<file path="src/rasterPkg.sv">
// Shared widths and encodings; screen coordinates are limited to 11 bits and weights to 32 bits
`default_nettype none

package rasterPkg;

    // Screen coordinate widths, enough for a 2048 x 2048 screen
    localparam int xBitWidth = 11;
    localparam int yBitWidth = 11;

    // Framebuffer index width, which bounds the size of one rendered band
    localparam int indexWidth = 14;

    // Width of a weight, an increment and a packed bounding-box word
    localparam int attributeSize = 32;

    // The bounding-box word carries x in the low half and y in the high half
    localparam int bbXPos = 0;
    localparam int bbYPos = 16;

    // Edge walker states
    typedef enum logic [2:0]
    {
        walkInit,
        searchEdge,
        walkOut,
        walk,
        checkWalkingDir
    } walkState_t;

    // Walking direction codes
    localparam logic walkDirRight = 1'b1;
    localparam logic walkDirLeft = 1'b0;

    // Main control states
    typedef enum logic [1:0]
    {
        waitForCommand,
        init,
        test
    } mainState_t;

endpackage

`default_nettype wire

</file>
<file path="src/walkStepIf.sv">
// Step commands and position flags between the edge walker and the edge stepper; no clock inside
`timescale 1ns/100ps
`default_nettype none

interface walkStepIf;

    // Step commands, already qualified by the walker with fragmentReady
    logic stepPixel;
    logic stepLine;
    logic stepLeft;

    // Flags derived from the stepper registers
    logic inTriangle;
    logic inBoundsX;
    logic atBbStartX;
    logic atBbEndX;
    logic rowsLeft;

    // Current position, also read by the fragment stage
    logic [rasterPkg::xBitWidth-1:0] x;
    logic [rasterPkg::yBitWidth-1:0] y;
    logic [rasterPkg::yBitWidth-1:0] yScreen;

    modport walker
    (
        output stepPixel, stepLine, stepLeft,
        input  inTriangle, inBoundsX, atBbStartX, atBbEndX, rowsLeft
    );

    modport stepper
    (
        input  stepPixel, stepLine, stepLeft,
        output inTriangle, inBoundsX, atBbStartX, atBbEndX, rowsLeft, x, y, yScreen
    );

endinterface

`default_nettype wire
</file>
<file path="src/edgeStepper.sv">
// Position and edge-function registers; x wraps at 11 bits when stepping past the box edge
`timescale 1ns/100ps
`default_nettype none

module edgeStepper
(
    input  logic                                  clk,
    input  logic                                  reset,
    input  logic                                  load,
    input  logic [rasterPkg::attributeSize-1:0]   startW0,
    input  logic [rasterPkg::attributeSize-1:0]   startW1,
    input  logic [rasterPkg::attributeSize-1:0]   startW2,
    input  logic [rasterPkg::xBitWidth-1:0]       startX,
    input  logic [rasterPkg::yBitWidth-1:0]       startYScreen,
    input  logic [rasterPkg::yBitWidth-1:0]       startY,
    input  logic [rasterPkg::attributeSize-1:0]   bbStart,
    input  logic [rasterPkg::attributeSize-1:0]   bbEnd,
    input  logic [rasterPkg::attributeSize-1:0]   w0IncX,
    input  logic [rasterPkg::attributeSize-1:0]   w1IncX,
    input  logic [rasterPkg::attributeSize-1:0]   w2IncX,
    input  logic [rasterPkg::attributeSize-1:0]   w0IncY,
    input  logic [rasterPkg::attributeSize-1:0]   w1IncY,
    input  logic [rasterPkg::attributeSize-1:0]   w2IncY,
    input  logic [rasterPkg::yBitWidth-1:0]       yScreenEnd,
    walkStepIf.stepper                            stepIf
);

    logic [rasterPkg::attributeSize-1:0] regW0;
    logic [rasterPkg::attributeSize-1:0] regW1;
    logic [rasterPkg::attributeSize-1:0] regW2;
    logic [rasterPkg::xBitWidth-1:0]     bbStartX;
    logic [rasterPkg::xBitWidth-1:0]     bbEndX;

    assign bbStartX = bbStart[rasterPkg::bbXPos +: rasterPkg::xBitWidth];
    assign bbEndX = bbEnd[rasterPkg::bbXPos +: rasterPkg::xBitWidth];

    // A pixel is inside when no edge function has gone negative
    assign stepIf.inTriangle = !(regW0[rasterPkg::attributeSize-1]
        || regW1[rasterPkg::attributeSize-1] || regW2[rasterPkg::attributeSize-1]);

    // The box end is exclusive in x
    assign stepIf.inBoundsX = (stepIf.x >= bbStartX) && (stepIf.x < bbEndX);
    assign stepIf.atBbStartX = stepIf.x == bbStartX;
    assign stepIf.atBbEndX = stepIf.x == bbEndX;
    assign stepIf.rowsLeft = stepIf.yScreen < yScreenEnd;

    // Counters
    always_ff @(posedge clk)
    begin
        if (reset)
        begin
            stepIf.x <= '0;
            stepIf.y <= '0;
            stepIf.yScreen <= '0;
        end
        else if (load)
        begin
            stepIf.x <= startX;
            stepIf.y <= startY;
            stepIf.yScreen <= startYScreen;
        end
        else if (stepIf.stepLine)
        begin
            // A line step keeps x, the walker turns around from where it stands
            stepIf.y <= stepIf.y + 1'b1;
            stepIf.yScreen <= stepIf.yScreen + 1'b1;
        end
        else if (stepIf.stepPixel)
        begin
            stepIf.x <= stepIf.stepLeft ? stepIf.x - 1'b1 : stepIf.x + 1'b1;
        end
    end

    // Edge function accumulators follow the same steps as the counters
    always_ff @(posedge clk)
    begin
        if (load)
        begin
            regW0 <= startW0;
            regW1 <= startW1;
            regW2 <= startW2;
        end
        else if (stepIf.stepLine)
        begin
            regW0 <= regW0 + w0IncY;
            regW1 <= regW1 + w1IncY;
            regW2 <= regW2 + w2IncY;
        end
        else if (stepIf.stepPixel && stepIf.stepLeft)
        begin
            regW0 <= regW0 - w0IncX;
            regW1 <= regW1 - w1IncX;
            regW2 <= regW2 - w2IncX;
        end
        else if (stepIf.stepPixel)
        begin
            regW0 <= regW0 + w0IncX;
            regW1 <= regW1 + w1IncX;
            regW2 <= regW2 + w2IncX;
        end
    end

endmodule

`default_nettype wire

</file>
<file path="src/edgeWalker.sv">
// Zig-zag edge walker for convex triangles; a line is given up only after both sides were searched
`timescale 1ns/100ps
`default_nettype none

module edgeWalker
(
    input  logic         clk,
    input  logic         reset,
    input  logic         load,
    input  logic         active,
    input  logic         fragmentReady,
    walkStepIf.walker    stepIf,
    output logic         fragValid,
    output logic         fragLast
);

    rasterPkg::walkState_t state;

    logic direction;
    logic tryOtherSide;
    logic insideBox;
    logic advance;

    assign insideBox = stepIf.inTriangle && stepIf.inBoundsX;

    // Nothing moves while the sink stalls or once the band is finished
    assign advance = active && fragmentReady && stepIf.rowsLeft;
    assign stepIf.stepLeft = direction == rasterPkg::walkDirLeft;

    // Checking the direction costs one idle cycle, which also keeps x from running away
    always_comb
    begin
        stepIf.stepPixel = 1'b0;
        stepIf.stepLine = 1'b0;
        if (advance && (state != rasterPkg::checkWalkingDir))
        begin
            if ((state == rasterPkg::walk) && !insideBox)
            begin
                stepIf.stepLine = 1'b1;
            end
            else
            begin
                stepIf.stepPixel = 1'b1;
            end
        end
    end

    // The current pixel is emitted whenever the walker finds it inside the box and the triangle
    always_comb
    begin
        if (!active)
        begin
            fragValid = 1'b0;
        end
        else if (!stepIf.rowsLeft)
        begin
            fragValid = 1'b1;
        end
        else
        begin
            case (state)
                rasterPkg::walkInit,
                rasterPkg::searchEdge,
                rasterPkg::walk:
                    fragValid = insideBox;
                default:
                    fragValid = 1'b0;
            endcase
        end
    end

    // Below the last line the closing beat goes out
    assign fragLast = active && !stepIf.rowsLeft;

    always_ff @(posedge clk)
    begin
        if (reset || load)
        begin
            state <= rasterPkg::walkInit;
            direction <= rasterPkg::walkDirRight;
            tryOtherSide <= 1'b0;
        end
        else if (advance)
        begin
            case (state)
                rasterPkg::walkInit:
                begin
                    state <= insideBox ? rasterPkg::walk : rasterPkg::searchEdge;
                end
                rasterPkg::checkWalkingDir:
                begin
                    // Still inside after the line step, so first walk out in the old direction
                    if (stepIf.inTriangle)
                    begin
                        state <= rasterPkg::walkOut;
                    end
                    else
                    begin
                        // Usually the triangle now lies on the other side
                        direction <= !direction;
                        state <= rasterPkg::searchEdge;
                    end
                end
                rasterPkg::searchEdge:
                begin
                    if (insideBox)
                    begin
                        tryOtherSide <= 1'b0;
                        state <= rasterPkg::walk;
                    end
                    else if (stepIf.atBbEndX)
                    begin
                        // Near a vertex the triangle can sit on the unexpected side
                        if ((direction == rasterPkg::walkDirRight) && tryOtherSide)
                        begin
                            tryOtherSide <= 1'b0;
                            state <= rasterPkg::walk;
                        end
                        else
                        begin
                            tryOtherSide <= 1'b1;
                            direction <= rasterPkg::walkDirLeft;
                        end
                    end
                    else if (stepIf.atBbStartX)
                    begin
                        if ((direction == rasterPkg::walkDirLeft) && tryOtherSide)
                        begin
                            tryOtherSide <= 1'b0;
                            state <= rasterPkg::walk;
                        end
                        else
                        begin
                            tryOtherSide <= 1'b1;
                            direction <= rasterPkg::walkDirRight;
                        end
                    end
                end
                rasterPkg::walkOut:
                begin
                    if (!stepIf.inTriangle || stepIf.atBbStartX || stepIf.atBbEndX)
                    begin
                        direction <= !direction;
                        state <= rasterPkg::searchEdge;
                    end
                end
                rasterPkg::walk:
                begin
                    if (!insideBox)
                    begin
                        state <= rasterPkg::checkWalkingDir;
                    end
                end
                default:
                begin
                    state <= rasterPkg::walkInit;
                end
            endcase
        end
    end

    // A line step comes alone and two lines are never stepped back to back
    assert property (@(posedge clk) disable iff (reset)
        stepIf.stepLine |-> !stepIf.stepPixel ##1 !stepIf.stepLine);

endmodule

`default_nettype wire

</file>
<file path="src/fragmentOutput.sv">
// Fragment register stage; the index counts rows from the band bottom and is truncated to 14 bits
`timescale 1ns/100ps
`default_nettype none

module fragmentOutput
(
    input  logic                               clk,
    input  logic                               reset,
    input  logic                               fragmentReady,
    input  logic                               fragValid,
    input  logic                               fragLast,
    input  logic [rasterPkg::xBitWidth-1:0]    x,
    input  logic [rasterPkg::yBitWidth-1:0]    y,
    input  logic [rasterPkg::yBitWidth-1:0]    yScreen,
    input  logic [rasterPkg::xBitWidth-1:0]    xResolution,
    input  logic [rasterPkg::yBitWidth-1:0]    yResolution,
    output logic                               fragmentValid,
    output logic                               fragmentLast,
    output logic [rasterPkg::xBitWidth-1:0]    fragmentX,
    output logic [rasterPkg::yBitWidth-1:0]    fragmentY,
    output logic [rasterPkg::indexWidth-1:0]   fragmentIndex
);

    logic [rasterPkg::yBitWidth-1:0]                      rowFromBottom;
    logic [rasterPkg::xBitWidth+rasterPkg::yBitWidth-1:0] linearIndex;
    logic                                                 inResolution;

    // The framebuffer is stored bottom up
    assign rowFromBottom = yResolution - 1'b1 - y;
    assign linearIndex = rowFromBottom * xResolution + x;
    assign inResolution = (y < yResolution) && (x < xResolution);

    always_ff @(posedge clk)
    begin
        if (reset)
        begin
            fragmentValid <= 1'b0;
            fragmentLast <= 1'b0;
        end
        else if (fragmentReady)
        begin
            fragmentValid <= fragValid;
            fragmentLast <= fragLast;
        end
    end

    always_ff @(posedge clk)
    begin
        if (fragmentReady)
        begin
            fragmentX <= x;
            fragmentY <= yScreen;
            // Outside the viewport the last index is kept so it never points past the buffer
            if (inResolution)
            begin
                fragmentIndex <= linearIndex[rasterPkg::indexWidth-1:0];
            end
        end
    end

    // The walker only closes a triangle with a valid beat
    assert property (@(posedge clk) disable iff (reset) fragmentLast |-> fragmentValid);

endmodule

`default_nettype wire

</file>
<file path="src/rasterSetup.sv">
// Main control; start is ignored while running, and band sums wrap at 11 bits without saturation
`timescale 1ns/100ps
`default_nettype none

module rasterSetup
(
    input  logic                                  clk,
    input  logic                                  reset,
    input  logic                                  start,
    input  logic [rasterPkg::yBitWidth-1:0]       yOffset,
    input  logic [rasterPkg::yBitWidth-1:0]       yResolution,
    input  logic [rasterPkg::attributeSize-1:0]   bbStart,
    input  logic [rasterPkg::attributeSize-1:0]   bbEnd,
    input  logic [rasterPkg::attributeSize-1:0]   w0,
    input  logic [rasterPkg::attributeSize-1:0]   w1,
    input  logic [rasterPkg::attributeSize-1:0]   w2,
    input  logic [rasterPkg::attributeSize-1:0]   w0IncY,
    input  logic [rasterPkg::attributeSize-1:0]   w1IncY,
    input  logic [rasterPkg::attributeSize-1:0]   w2IncY,
    input  logic                                  fragmentReady,
    input  logic                                  fragLast,
    output logic                                  running,
    output logic                                  load,
    output logic                                  active,
    output logic [rasterPkg::attributeSize-1:0]   startW0,
    output logic [rasterPkg::attributeSize-1:0]   startW1,
    output logic [rasterPkg::attributeSize-1:0]   startW2,
    output logic [rasterPkg::xBitWidth-1:0]       startX,
    output logic [rasterPkg::yBitWidth-1:0]       startYScreen,
    output logic [rasterPkg::yBitWidth-1:0]       startY,
    output logic [rasterPkg::yBitWidth-1:0]       yScreenEnd
);

    rasterPkg::mainState_t state;

    logic [rasterPkg::yBitWidth-1:0] bbStartY;
    logic [rasterPkg::yBitWidth-1:0] bbEndY;
    logic [rasterPkg::yBitWidth-1:0] bandEnd;
    logic [rasterPkg::yBitWidth-1:0] lineBbStart;
    logic                            boxAboveBand;

    // Moves a weight down by a number of lines; only the low 32 bits of the product matter
    function automatic logic [rasterPkg::attributeSize-1:0] advanceWeight
    (
        input logic [rasterPkg::attributeSize-1:0] w,
        input logic [rasterPkg::attributeSize-1:0] incY,
        input logic [rasterPkg::yBitWidth-1:0]     lines
    );
        return w + ($signed(incY) * $signed({1'b0, lines}));
    endfunction

    assign bbStartY = bbStart[rasterPkg::bbYPos +: rasterPkg::yBitWidth];
    assign bbEndY = bbEnd[rasterPkg::bbYPos +: rasterPkg::yBitWidth];
    assign bandEnd = yOffset + yResolution;

    // The box starts on a line above the band, so the skipped lines are folded into the weights
    assign boxAboveBand = yOffset > bbStartY;

    assign startW0 = boxAboveBand ? advanceWeight(w0, w0IncY, lineBbStart) : w0;
    assign startW1 = boxAboveBand ? advanceWeight(w1, w1IncY, lineBbStart) : w1;
    assign startW2 = boxAboveBand ? advanceWeight(w2, w2IncY, lineBbStart) : w2;
    assign startX = bbStart[rasterPkg::bbXPos +: rasterPkg::xBitWidth];

    // yScreen is the absolute line while y counts lines inside the band
    assign startYScreen = boxAboveBand ? yOffset : bbStartY;
    assign startY = boxAboveBand ? '0 : bbStartY - yOffset;

    assign load = state == rasterPkg::init;
    assign active = state == rasterPkg::test;

    always_ff @(posedge clk)
    begin
        if (reset)
        begin
            state <= rasterPkg::waitForCommand;
            running <= 1'b0;
        end
        else
        begin
            case (state)
                rasterPkg::waitForCommand:
                begin
                    // Running stays up until the pending closing beat leaves the output
                    if (running && fragmentReady)
                    begin
                        running <= 1'b0;
                    end
                    else if (!running && start)
                    begin
                        running <= 1'b1;
                        state <= rasterPkg::init;
                    end
                end
                rasterPkg::init:
                begin
                    state <= rasterPkg::test;
                end
                rasterPkg::test:
                begin
                    // The closing beat enters the output register on this edge
                    if (fragLast && fragmentReady)
                    begin
                        state <= rasterPkg::waitForCommand;
                    end
                end
                default:
                begin
                    state <= rasterPkg::waitForCommand;
                end
            endcase
        end
    end

    always_ff @(posedge clk)
    begin
        if ((state == rasterPkg::waitForCommand) && !running && start)
        begin
            lineBbStart <= yOffset - bbStartY;
        end
        // Clamp the end line to whichever comes first, the band end or the box end
        // An end above the start line makes the walker close at once
        if (load)
        begin
            yScreenEnd <= (bandEnd <= bbEndY) ? bandEnd : bbEndY;
        end
    end

    // A load only follows a start that arrived while the rasterizer was idle
    assert property (@(posedge clk) disable iff (reset)
        load |-> $past(start) && !$past(running));

endmodule

`default_nettype wire

</file>
<file path="src/rasterizer.sv">
// Rasterizer top; one triangle per start pulse, inputs must stay stable while running is high
`timescale 1ns/100ps
`default_nettype none

module rasterizer
(
    input  logic                                  clk,
    input  logic                                  reset,
    input  logic                                  start,
    input  logic [rasterPkg::yBitWidth-1:0]       yOffset,
    input  logic [rasterPkg::xBitWidth-1:0]       xResolution,
    input  logic [rasterPkg::yBitWidth-1:0]       yResolution,
    input  logic [rasterPkg::attributeSize-1:0]   bbStart,
    input  logic [rasterPkg::attributeSize-1:0]   bbEnd,
    input  logic [rasterPkg::attributeSize-1:0]   w0,
    input  logic [rasterPkg::attributeSize-1:0]   w1,
    input  logic [rasterPkg::attributeSize-1:0]   w2,
    input  logic [rasterPkg::attributeSize-1:0]   w0IncX,
    input  logic [rasterPkg::attributeSize-1:0]   w1IncX,
    input  logic [rasterPkg::attributeSize-1:0]   w2IncX,
    input  logic [rasterPkg::attributeSize-1:0]   w0IncY,
    input  logic [rasterPkg::attributeSize-1:0]   w1IncY,
    input  logic [rasterPkg::attributeSize-1:0]   w2IncY,
    input  logic                                  fragmentReady,
    output logic                                  running,
    output logic                                  fragmentValid,
    output logic                                  fragmentLast,
    output logic [rasterPkg::xBitWidth-1:0]       fragmentX,
    output logic [rasterPkg::yBitWidth-1:0]       fragmentY,
    output logic [rasterPkg::indexWidth-1:0]      fragmentIndex
);

    logic                                load;
    logic                                active;
    logic                                fragValid;
    logic                                fragLast;
    logic [rasterPkg::attributeSize-1:0] startW0;
    logic [rasterPkg::attributeSize-1:0] startW1;
    logic [rasterPkg::attributeSize-1:0] startW2;
    logic [rasterPkg::xBitWidth-1:0]     startX;
    logic [rasterPkg::yBitWidth-1:0]     startYScreen;
    logic [rasterPkg::yBitWidth-1:0]     startY;
    logic [rasterPkg::yBitWidth-1:0]     yScreenEnd;

    walkStepIf stepIf ();

    // Control and band clipping
    rasterSetup setup
    (
        .clk(clk), .reset(reset), .start(start),
        .yOffset(yOffset), .yResolution(yResolution),
        .bbStart(bbStart), .bbEnd(bbEnd),
        .w0(w0), .w1(w1), .w2(w2),
        .w0IncY(w0IncY), .w1IncY(w1IncY), .w2IncY(w2IncY),
        .fragmentReady(fragmentReady), .fragLast(fragLast),
        .running(running), .load(load), .active(active),
        .startW0(startW0), .startW1(startW1), .startW2(startW2),
        .startX(startX), .startYScreen(startYScreen), .startY(startY),
        .yScreenEnd(yScreenEnd)
    );

    edgeStepper stepper
    (
        .clk(clk), .reset(reset), .load(load),
        .startW0(startW0), .startW1(startW1), .startW2(startW2),
        .startX(startX), .startYScreen(startYScreen), .startY(startY),
        .bbStart(bbStart), .bbEnd(bbEnd),
        .w0IncX(w0IncX), .w1IncX(w1IncX), .w2IncX(w2IncX),
        .w0IncY(w0IncY), .w1IncY(w1IncY), .w2IncY(w2IncY),
        .yScreenEnd(yScreenEnd), .stepIf(stepIf.stepper)
    );

    edgeWalker walker
    (
        .clk(clk), .reset(reset), .load(load), .active(active),
        .fragmentReady(fragmentReady), .stepIf(stepIf.walker),
        .fragValid(fragValid), .fragLast(fragLast)
    );

    // The position reaches the output stage straight from the stepper registers
    fragmentOutput outStage
    (
        .clk(clk), .reset(reset), .fragmentReady(fragmentReady),
        .fragValid(fragValid), .fragLast(fragLast),
        .x(stepIf.x), .y(stepIf.y), .yScreen(stepIf.yScreen),
        .xResolution(xResolution), .yResolution(yResolution),
        .fragmentValid(fragmentValid), .fragmentLast(fragmentLast),
        .fragmentX(fragmentX), .fragmentY(fragmentY), .fragmentIndex(fragmentIndex)
    );

endmodule

`default_nettype wire

</file>
<file path="config.mk">
export PLATFORM = sky130hd
export DESIGN_NAME = rasterizer
export DESIGN_NICKNAME = d
export VERILOG_FILES = /design/src/rasterPkg.sv /design/src/walkStepIf.sv /design/src/edgeStepper.sv /design/src/edgeWalker.sv /design/src/fragmentOutput.sv /design/src/rasterSetup.sv /design/src/rasterizer.sv
export SDC_FILE = /design/constraint.sdc
export NUM_CORES = 2
export LEC_CHECK = 0
export BUFFER_PORTS_ARGS = -buffer_cell sky130_fd_sc_hd__buf_2
export CORE_MARGIN = 4
export CORE_UTILIZATION = 55
export DETAILED_ROUTE_END_ITERATION = 16
export MAX_ROUTING_LAYER = met4
export PLACE_DENSITY = 0.79
export SYNTH_ARGS = -nofsm -noshare
export SYNTH_HDL_FRONTEND = slang
export SYNTH_HIERARCHICAL = 1
export SYNTH_SLANG_ARGS = --single-unit
</file>
<file path="constraint.sdc">
create_clock -name clk -period 11.1 [get_ports clk]
set_input_delay 2.22 -clock clk [delete_from_list [all_inputs] [get_ports clk]]
set_output_delay 2.22 -clock clk [all_outputs]
set_load 0.03 [all_outputs]
</file>
# Word-level counts from Yosys, hierarchy flattened
# Index checks and enable logic that the tools add are counted.
op_classes:
  muxes: 62
  div_mod_pow: 0
  n_shift: 0
  n_lt_le_gt_ge: 7
  n_reduce_logical: 42
  mul: 4
  add_sub_neg: 22
  n_bitwise: 1
  n_eq_ne: 23
op_table:
  columns: ["cell", "count"]
  rows:
  - ["32-bit two-way mux", 15]
  - ["32-bit adder", 9]
  - ["11-bit two-way mux", 11]
  - ["32-bit by 11-bit multiplier with 32-bit output", 3]
  - ["32-bit subtractor", 3]
  - ["11-bit < comparator", 4]
  - ["11-bit by 1-bit adder with 11-bit output, second input constant", 3]
  - ["11-bit subtractor", 3]
  - ["11-bit equality test", 2]
  - ["11-bit by 1-bit subtractor with 11-bit output, second input constant", 2]
  - ["1-bit two-way mux", 21]
  - ["3-bit two-way mux", 7]
  - ["1-bit logical AND", 16]
  - ["3-bit one-hot mux with 5 select lines", 1]
  - ["14-bit by 11-bit adder with 14-bit output", 1]
  - ["11-bit by 11-bit multiplier with 14-bit output", 1]
  - ["11-bit adder", 1]
  - ["11-bit >= comparator", 1]
  - ["11-bit greater-than comparator", 1]
  - ["11-bit less-or-equal comparator", 1]
  - ["2-bit two-way mux", 5]
  - ["2-bit inequality test, second input constant", 5]
  - ["4-bit by 1-bit inequality test with 1-bit output, second input constant", 2]
  - ["8-bit AND reduction", 1]
  - ["other kinds (24)", 42]
word_totals:
  inputBits: 389
  mem_count: 0
  regBits: 197
  latch_bits: 0
  romBits: 0
  mem_bits_rw: 0
  word_cells: 179
  out_inout_bits: 39

# Longest topological paths before layout
depth:
  depth_word: 12
  depth_mapped: 38
  depth_no_buf: 35

# Hierarchy
# Netlist, hierarchy kept.
modules_own_cells:
  columns: ["module", "n_inst", "area_each_um2", "cells_per_inst", "seq_area_each_um2"]
  rows:
  - ["rasterSetup", 1, 32035.7, 3905, 720.7]
  - ["edgeStepper", 1, 17778.3, 2342, 3543.4]
  - ["fragmentOutput", 1, 5053.6, 519, 1121.1]
  - ["edgeWalker", 1, 424.2, 56, 100.1]

# Worst setup path after synthesis
# No wires, ideal clock.
synth_timing:
  path_type: "input -> register"
  from: "input bbStart[1] (netlist name)"
  to: "register stepper/regW2[30] (netlist name) (data pin)"
  required_time_ns: 10.840
  n_path_buf: 5
  arrival_time_ns: 8.882
  cell_stages: 35
  setup_ns: 0.260
  setup_slack_ns: 1.958
  cell_sequence: "inv_1 -> ha_1 -> nor2b_1 -> o21a_1 -> o21a_1 -> o21a_1 -> o21a_1 -> o21a_1 -> o21a_1 -> o21a_1 -> o21ai_0 -> a21oi_1 -> nand2_1 -> and3_1 -> a211oi_1 -> nand2_1 -> buf_6 -> clkbuf_1 -> clkbuf_1 -> clkbuf_1 -> clkbuf_1 -> mux2i_1 -> xnor2_1 -> o21ai_0 -> fa_1 -> a21o_1 -> a21oi_1 -> o21ai_0 -> a41oi_1 -> o21ai_0 -> o221ai_1 -> o21ai_0 -> o41ai_1 -> xnor2_1 -> mux2_2"
synth_between:
  elab_chain_cells: 11
  word_cells_on_any_way: 13
synth_lines:
  columns: ["item", "line_no", "text"]
  rows:
  - ["start: declaration", "rasterizer.sv:13", "input logic [rasterPkg::attributeSize-1:0] bbStart,"]
  - ["11-bit >= comparator", "edgeStepper.sv:42", "assign stepIf.inBoundsX = (stepIf.x >= bbStartX) && (stepIf.x < bbEndX);"]
  - ["1-bit logical AND", "edgeStepper.sv:42", null]
  - ["named net stepIf.inBoundsX", "walkStepIf.sv:14", "logic inBoundsX;"]
  - ["1-bit logical AND", "edgeWalker.sv:24", "assign insideBox = stepIf.inTriangle && stepIf.inBoundsX;"]
  - ["1-bit logical NOT", "edgeWalker.sv:37", "if ((state == rasterPkg::walk) && !insideBox)"]
  - ["1-bit logical AND", "edgeWalker.sv:37", null]
  - ["1-bit two-way mux", "edgeWalker.sv:37", null]
  - ["1-bit two-way mux", "edgeWalker.sv:35", "if (advance && (state != rasterPkg::checkWalkingDir))"]
  - ["named net stepIf.stepPixel", "walkStepIf.sv:8", "logic stepPixel;"]
  - ["1-bit logical AND", "edgeStepper.sv:89", "else if (stepIf.stepPixel && stepIf.stepLeft)"]
  - ["32-bit two-way mux", "edgeStepper.sv:89", null]
  - ["32-bit two-way mux", "edgeStepper.sv:83", "else if (stepIf.stepLine)"]
  - ["32-bit two-way mux", "edgeStepper.sv:77", "if (load)"]
  - ["end signal: assignment", "edgeStepper.sv:81", "regW2 <= startW2;"]
  - ["end signal: assignment", "edgeStepper.sv:87", "regW2 <= regW2 + w2IncY;"]
  - ["end signal: assignment", "edgeStepper.sv:93", "regW2 <= regW2 - w2IncX;"]
  - ["end: declaration", "edgeStepper.sv:30", "logic [rasterPkg::attributeSize-1:0] regW2;"]
# The timed path passes the listed nets, and every way through them passes these cells.
# A chain may end at the register's enable or synchronous reset.

# Final worst setup path
layout_timing:
  from: "input bbEnd[4] (netlist name)"
  to: "register stepper/regW2[30] (netlist name) (data pin)"
layout_between:
  elab_chain_cells: 11
  word_cells_on_any_way: 13
layout_lines:
  columns: ["item", "line_no", "text"]
  rows:
  - ["start: declaration", "rasterizer.sv:14", "input logic [rasterPkg::attributeSize-1:0] bbEnd,"]
  - ["11-bit < comparator", "edgeStepper.sv:42", null]
  - ["1-bit logical AND", "edgeStepper.sv:42", null]
  - ["named net stepIf.inBoundsX", "walkStepIf.sv:14", null]
  - ["1-bit logical AND", "edgeWalker.sv:24", null]
  - ["1-bit logical NOT", "edgeWalker.sv:37", null]
  - ["1-bit logical AND", "edgeWalker.sv:37", null]
  - ["1-bit two-way mux", "edgeWalker.sv:37", null]
  - ["1-bit two-way mux", "edgeWalker.sv:35", null]
  - ["named net stepIf.stepPixel", "walkStepIf.sv:8", null]
  - ["1-bit logical AND", "edgeStepper.sv:89", null]
  - ["32-bit two-way mux", "edgeStepper.sv:89", null]
  - ["32-bit two-way mux", "edgeStepper.sv:83", null]
  - ["32-bit two-way mux", "edgeStepper.sv:77", null]
# The timed path passes the listed nets, and every way through them passes these cells.

==> out/metrics.cfg <==
[route]
drt-total-wl_um=163000
vias_per_cell=5.78
wl_per_cell_um=19.5
final_antenna_net_count=0
route.detailed.drc=0
dr.first_iter.drc_count=3768
drtPass1Iterations=8
via_count=48300

[worst_setup_path]
critPathMaxFanout=31
crit_buf_inv=2
worst_path_max_delay_cell=a211oi_2
cp_data_required_time_ps=11390
endpoint_kind=register
cp-start-kind=input port
cp_data_arrival_time_ps=10340
slowest_delay_ps=760
path_delay_family=simple AND/OR/NAND/NOR gates
critical_path_class=in -> reg

[sta]
worst_pin_slew_ps=1240
setup_viol=0
rsz0062_at_grt=no
slew_violations=0
fin_skew_ps=20.3
fmax_ghz=0.0995
fin_crit_ps=10050
setup_tns_ps=0
slew_headroom=0.169
hold_viol=0
min_period_over_period=0.905

[placement]
numPortBuffers=407
post-dp-hpwl_um=129000
gp_congestion=0.956

[yosys]
ys.flop_type=edfxtp_1
yosysWarnings=6
async_flop_share=0
ys_types=103
ys_seq_area_frac=0.0992
synth_top_cells_by_area=fa_1 (30%), ha_1 (9.3%), edfxtp_1 (8.4%)
synth_edf_count=154
netlist_area_sq_um=55300
yosys.area.top_type=fa_1
syn_avg_cell_area_sq_um=8.10
syn-num-nets=8444
ys_ff_latch=197
synth_top_area_frac=0.297
synth_cells=6822

[grt]
grt_antenna_before_repair=87
grtUsageTotal=0.315
met1_usage=0.393
busiest_layer=met2
grt_pass1_vias=49300
grt_max_degree=178
grt_pass1_wl_um=260000
grt_util_met2=0.503
groute.layer.met3.usage=0.0730
gr-total-overflow=0

[floorplanning]
die_area_sq_um=106000
core-area_sq_um=99900
dieWidth_um=325
dieHeight_um=325
rows=116
ios=428
initial_core_util=0.554

[cells_and_area]
drive_above_1_share=0.0883
area_growth_pct=6.68
final_nets=8584
n_fill_cell=8924

[clocking]
clk_pin_slew_worst_paths_ps=110
clk_latency_ps=530
clock-sinks=197
cts-root-buf=clkbuf_16
cts_buffers=17
cts-htree-levels=4
postCtsSetupBuffers=0
clk_path_buf_depth=2
cts_tree=yes
ctsResizeCount=0
ctsHoldBuffers=0

[flow_run]
cap_violations=0

[status]
status=complete, no violations

[worst_hold_path]
hold_path_class=reg -> reg

-- synthesized netlist by cell type, types with 29 or more instances --
cell type,n
a211oi_1,32
a21o_1,109
a21oi_1,243
a31oi_1,45
and2_1,295
and3_1,31
clkbuf_1,276
dfxtp_1,43
edfxtp_1,154
fa_1,821
ha_1,412
inv_1,1230
mux2_2,57
nand2_1,1127
nand2b_1,30
nand3_1,64
nand4_1,53
nor2_1,279
nor2b_1,42
nor3_1,81
o21a_1,48
o21ai_0,377
o21bai_1,31
o31ai_1,29
or3_1,34
xnor2_1,271
xor2_1,183
-- per-layer routing --
| metal | share of wire | wire length, um |
|---|---|---|
| met5 | 0 | 0 |
| met2 | 0.47 | 76300 |
| met4 | 0.039 | 6370 |
| met3 | 0.095 | 15500 |
| met1 | 0.40 | 64900 |
-- registers in the layout, indices dropped and copies added, names as in the netlist, 14 cells and up --
name,flops
stepper/regW1,32
outStage/fragmentIndex,14
stepper/regW0,32
stepper/regW2,32
-- final timing paths --
kind | startpoint | to | slack [ps] | depth (start not counted)
worst max-delay path | bbEnd[4] | stepper/regW2[30] | 1050 | 35
worst min-delay path | stepper/stepIf.yScreen[10] | outStage/fragmentY[10] | 490 | 0
worst max register to register | stepper/stepIf.yScreen[1] | stepper/regW2[30] | 2130 | 31
worst min register to register | stepper/stepIf.yScreen[10] | outStage/fragmentY[10] | 490 | 0
-- area by class of cell --
class	instances	area, sq um	share of cell area
repair buffers	450	2450	0.0415
inverters	1230	4620	0.0783
clock inverters	15	251	0.00426
clock buffers	17	425	0.00721
well taps	1298	1620	0.0275
multi-input cells	5066	43900	0.744
diodes	96	240	0.00407
flip-flops and latches	197	5490	0.0930
-- cell families (layout without fill, tap and decap cells) --
group | after synthesis | in the layout | synth area share
compound gates | 1128 | 1128 | 0.131
xor+xnor | 459 | 459 | 0.0737
fa+ha+maj | 1233 | 1233 | 0.390
buf+inv | 1559 | 1712 | 0.108
flops | 197 | 197 | 0.0992
mux | 76 | 76 | 0.0150
other cells | 0 | 96 | 0
simple gates | 2170 | 2170 | 0.183
-- metrics by stage --
| step | setup WS, ps | std cells | hold WS, ps | utilization | cell area, sq um |
|---|---|---|---|---|---|
| after global routing | 485 | 8346 | 519 | 0.590 | 58900 |
| after CTS | 1220 | 8273 | 497 | 0.588 | 58700 |
| after detailed placement | 685 | 8241 | 474 | 0.581 | 58100 |
| after global placement | 793 | 8241 | 473 | 0.581 | 58100 |
| final | 1050 | 8369 | 493 | 0.591 | 59000 |
| after floorplan | 1960 | 6822 | 454 | - | 55300 |
-- placed cells by master, fill, tap and decap left out, types with 19 or more instances in the layout --
cell type / instances
inv_1: 1230
nand2_1: 1126
fa_1: 821
ha_1: 412
buf_2: 407
o21ai_0: 377
and2_1: 294
nor2_1: 279
xnor2_1: 271
a21oi_1: 243
xor2_1: 183
edfxtp_1: 154
a21o_1: 109
diode_2: 96
nor3_1: 81
nand3_1: 64
mux2_2: 57
nand4_1: 53
o21a_1: 48
a31oi_1: 45
dfxtp_1: 43
nor2b_1: 41
buf_4: 36
or3_1: 33
and3_1: 31
nand2b_1: 30
o21bai_1: 30
a211oi_1: 30
o31ai_1: 29
nor4_1: 28
o211ai_1: 23
mux2i_1: 19
a221oi_1: 19
or2_2: 19
Power is not shown: default switching activity piles up to over one toggle a cycle in this logic, so the estimate is an artifact.
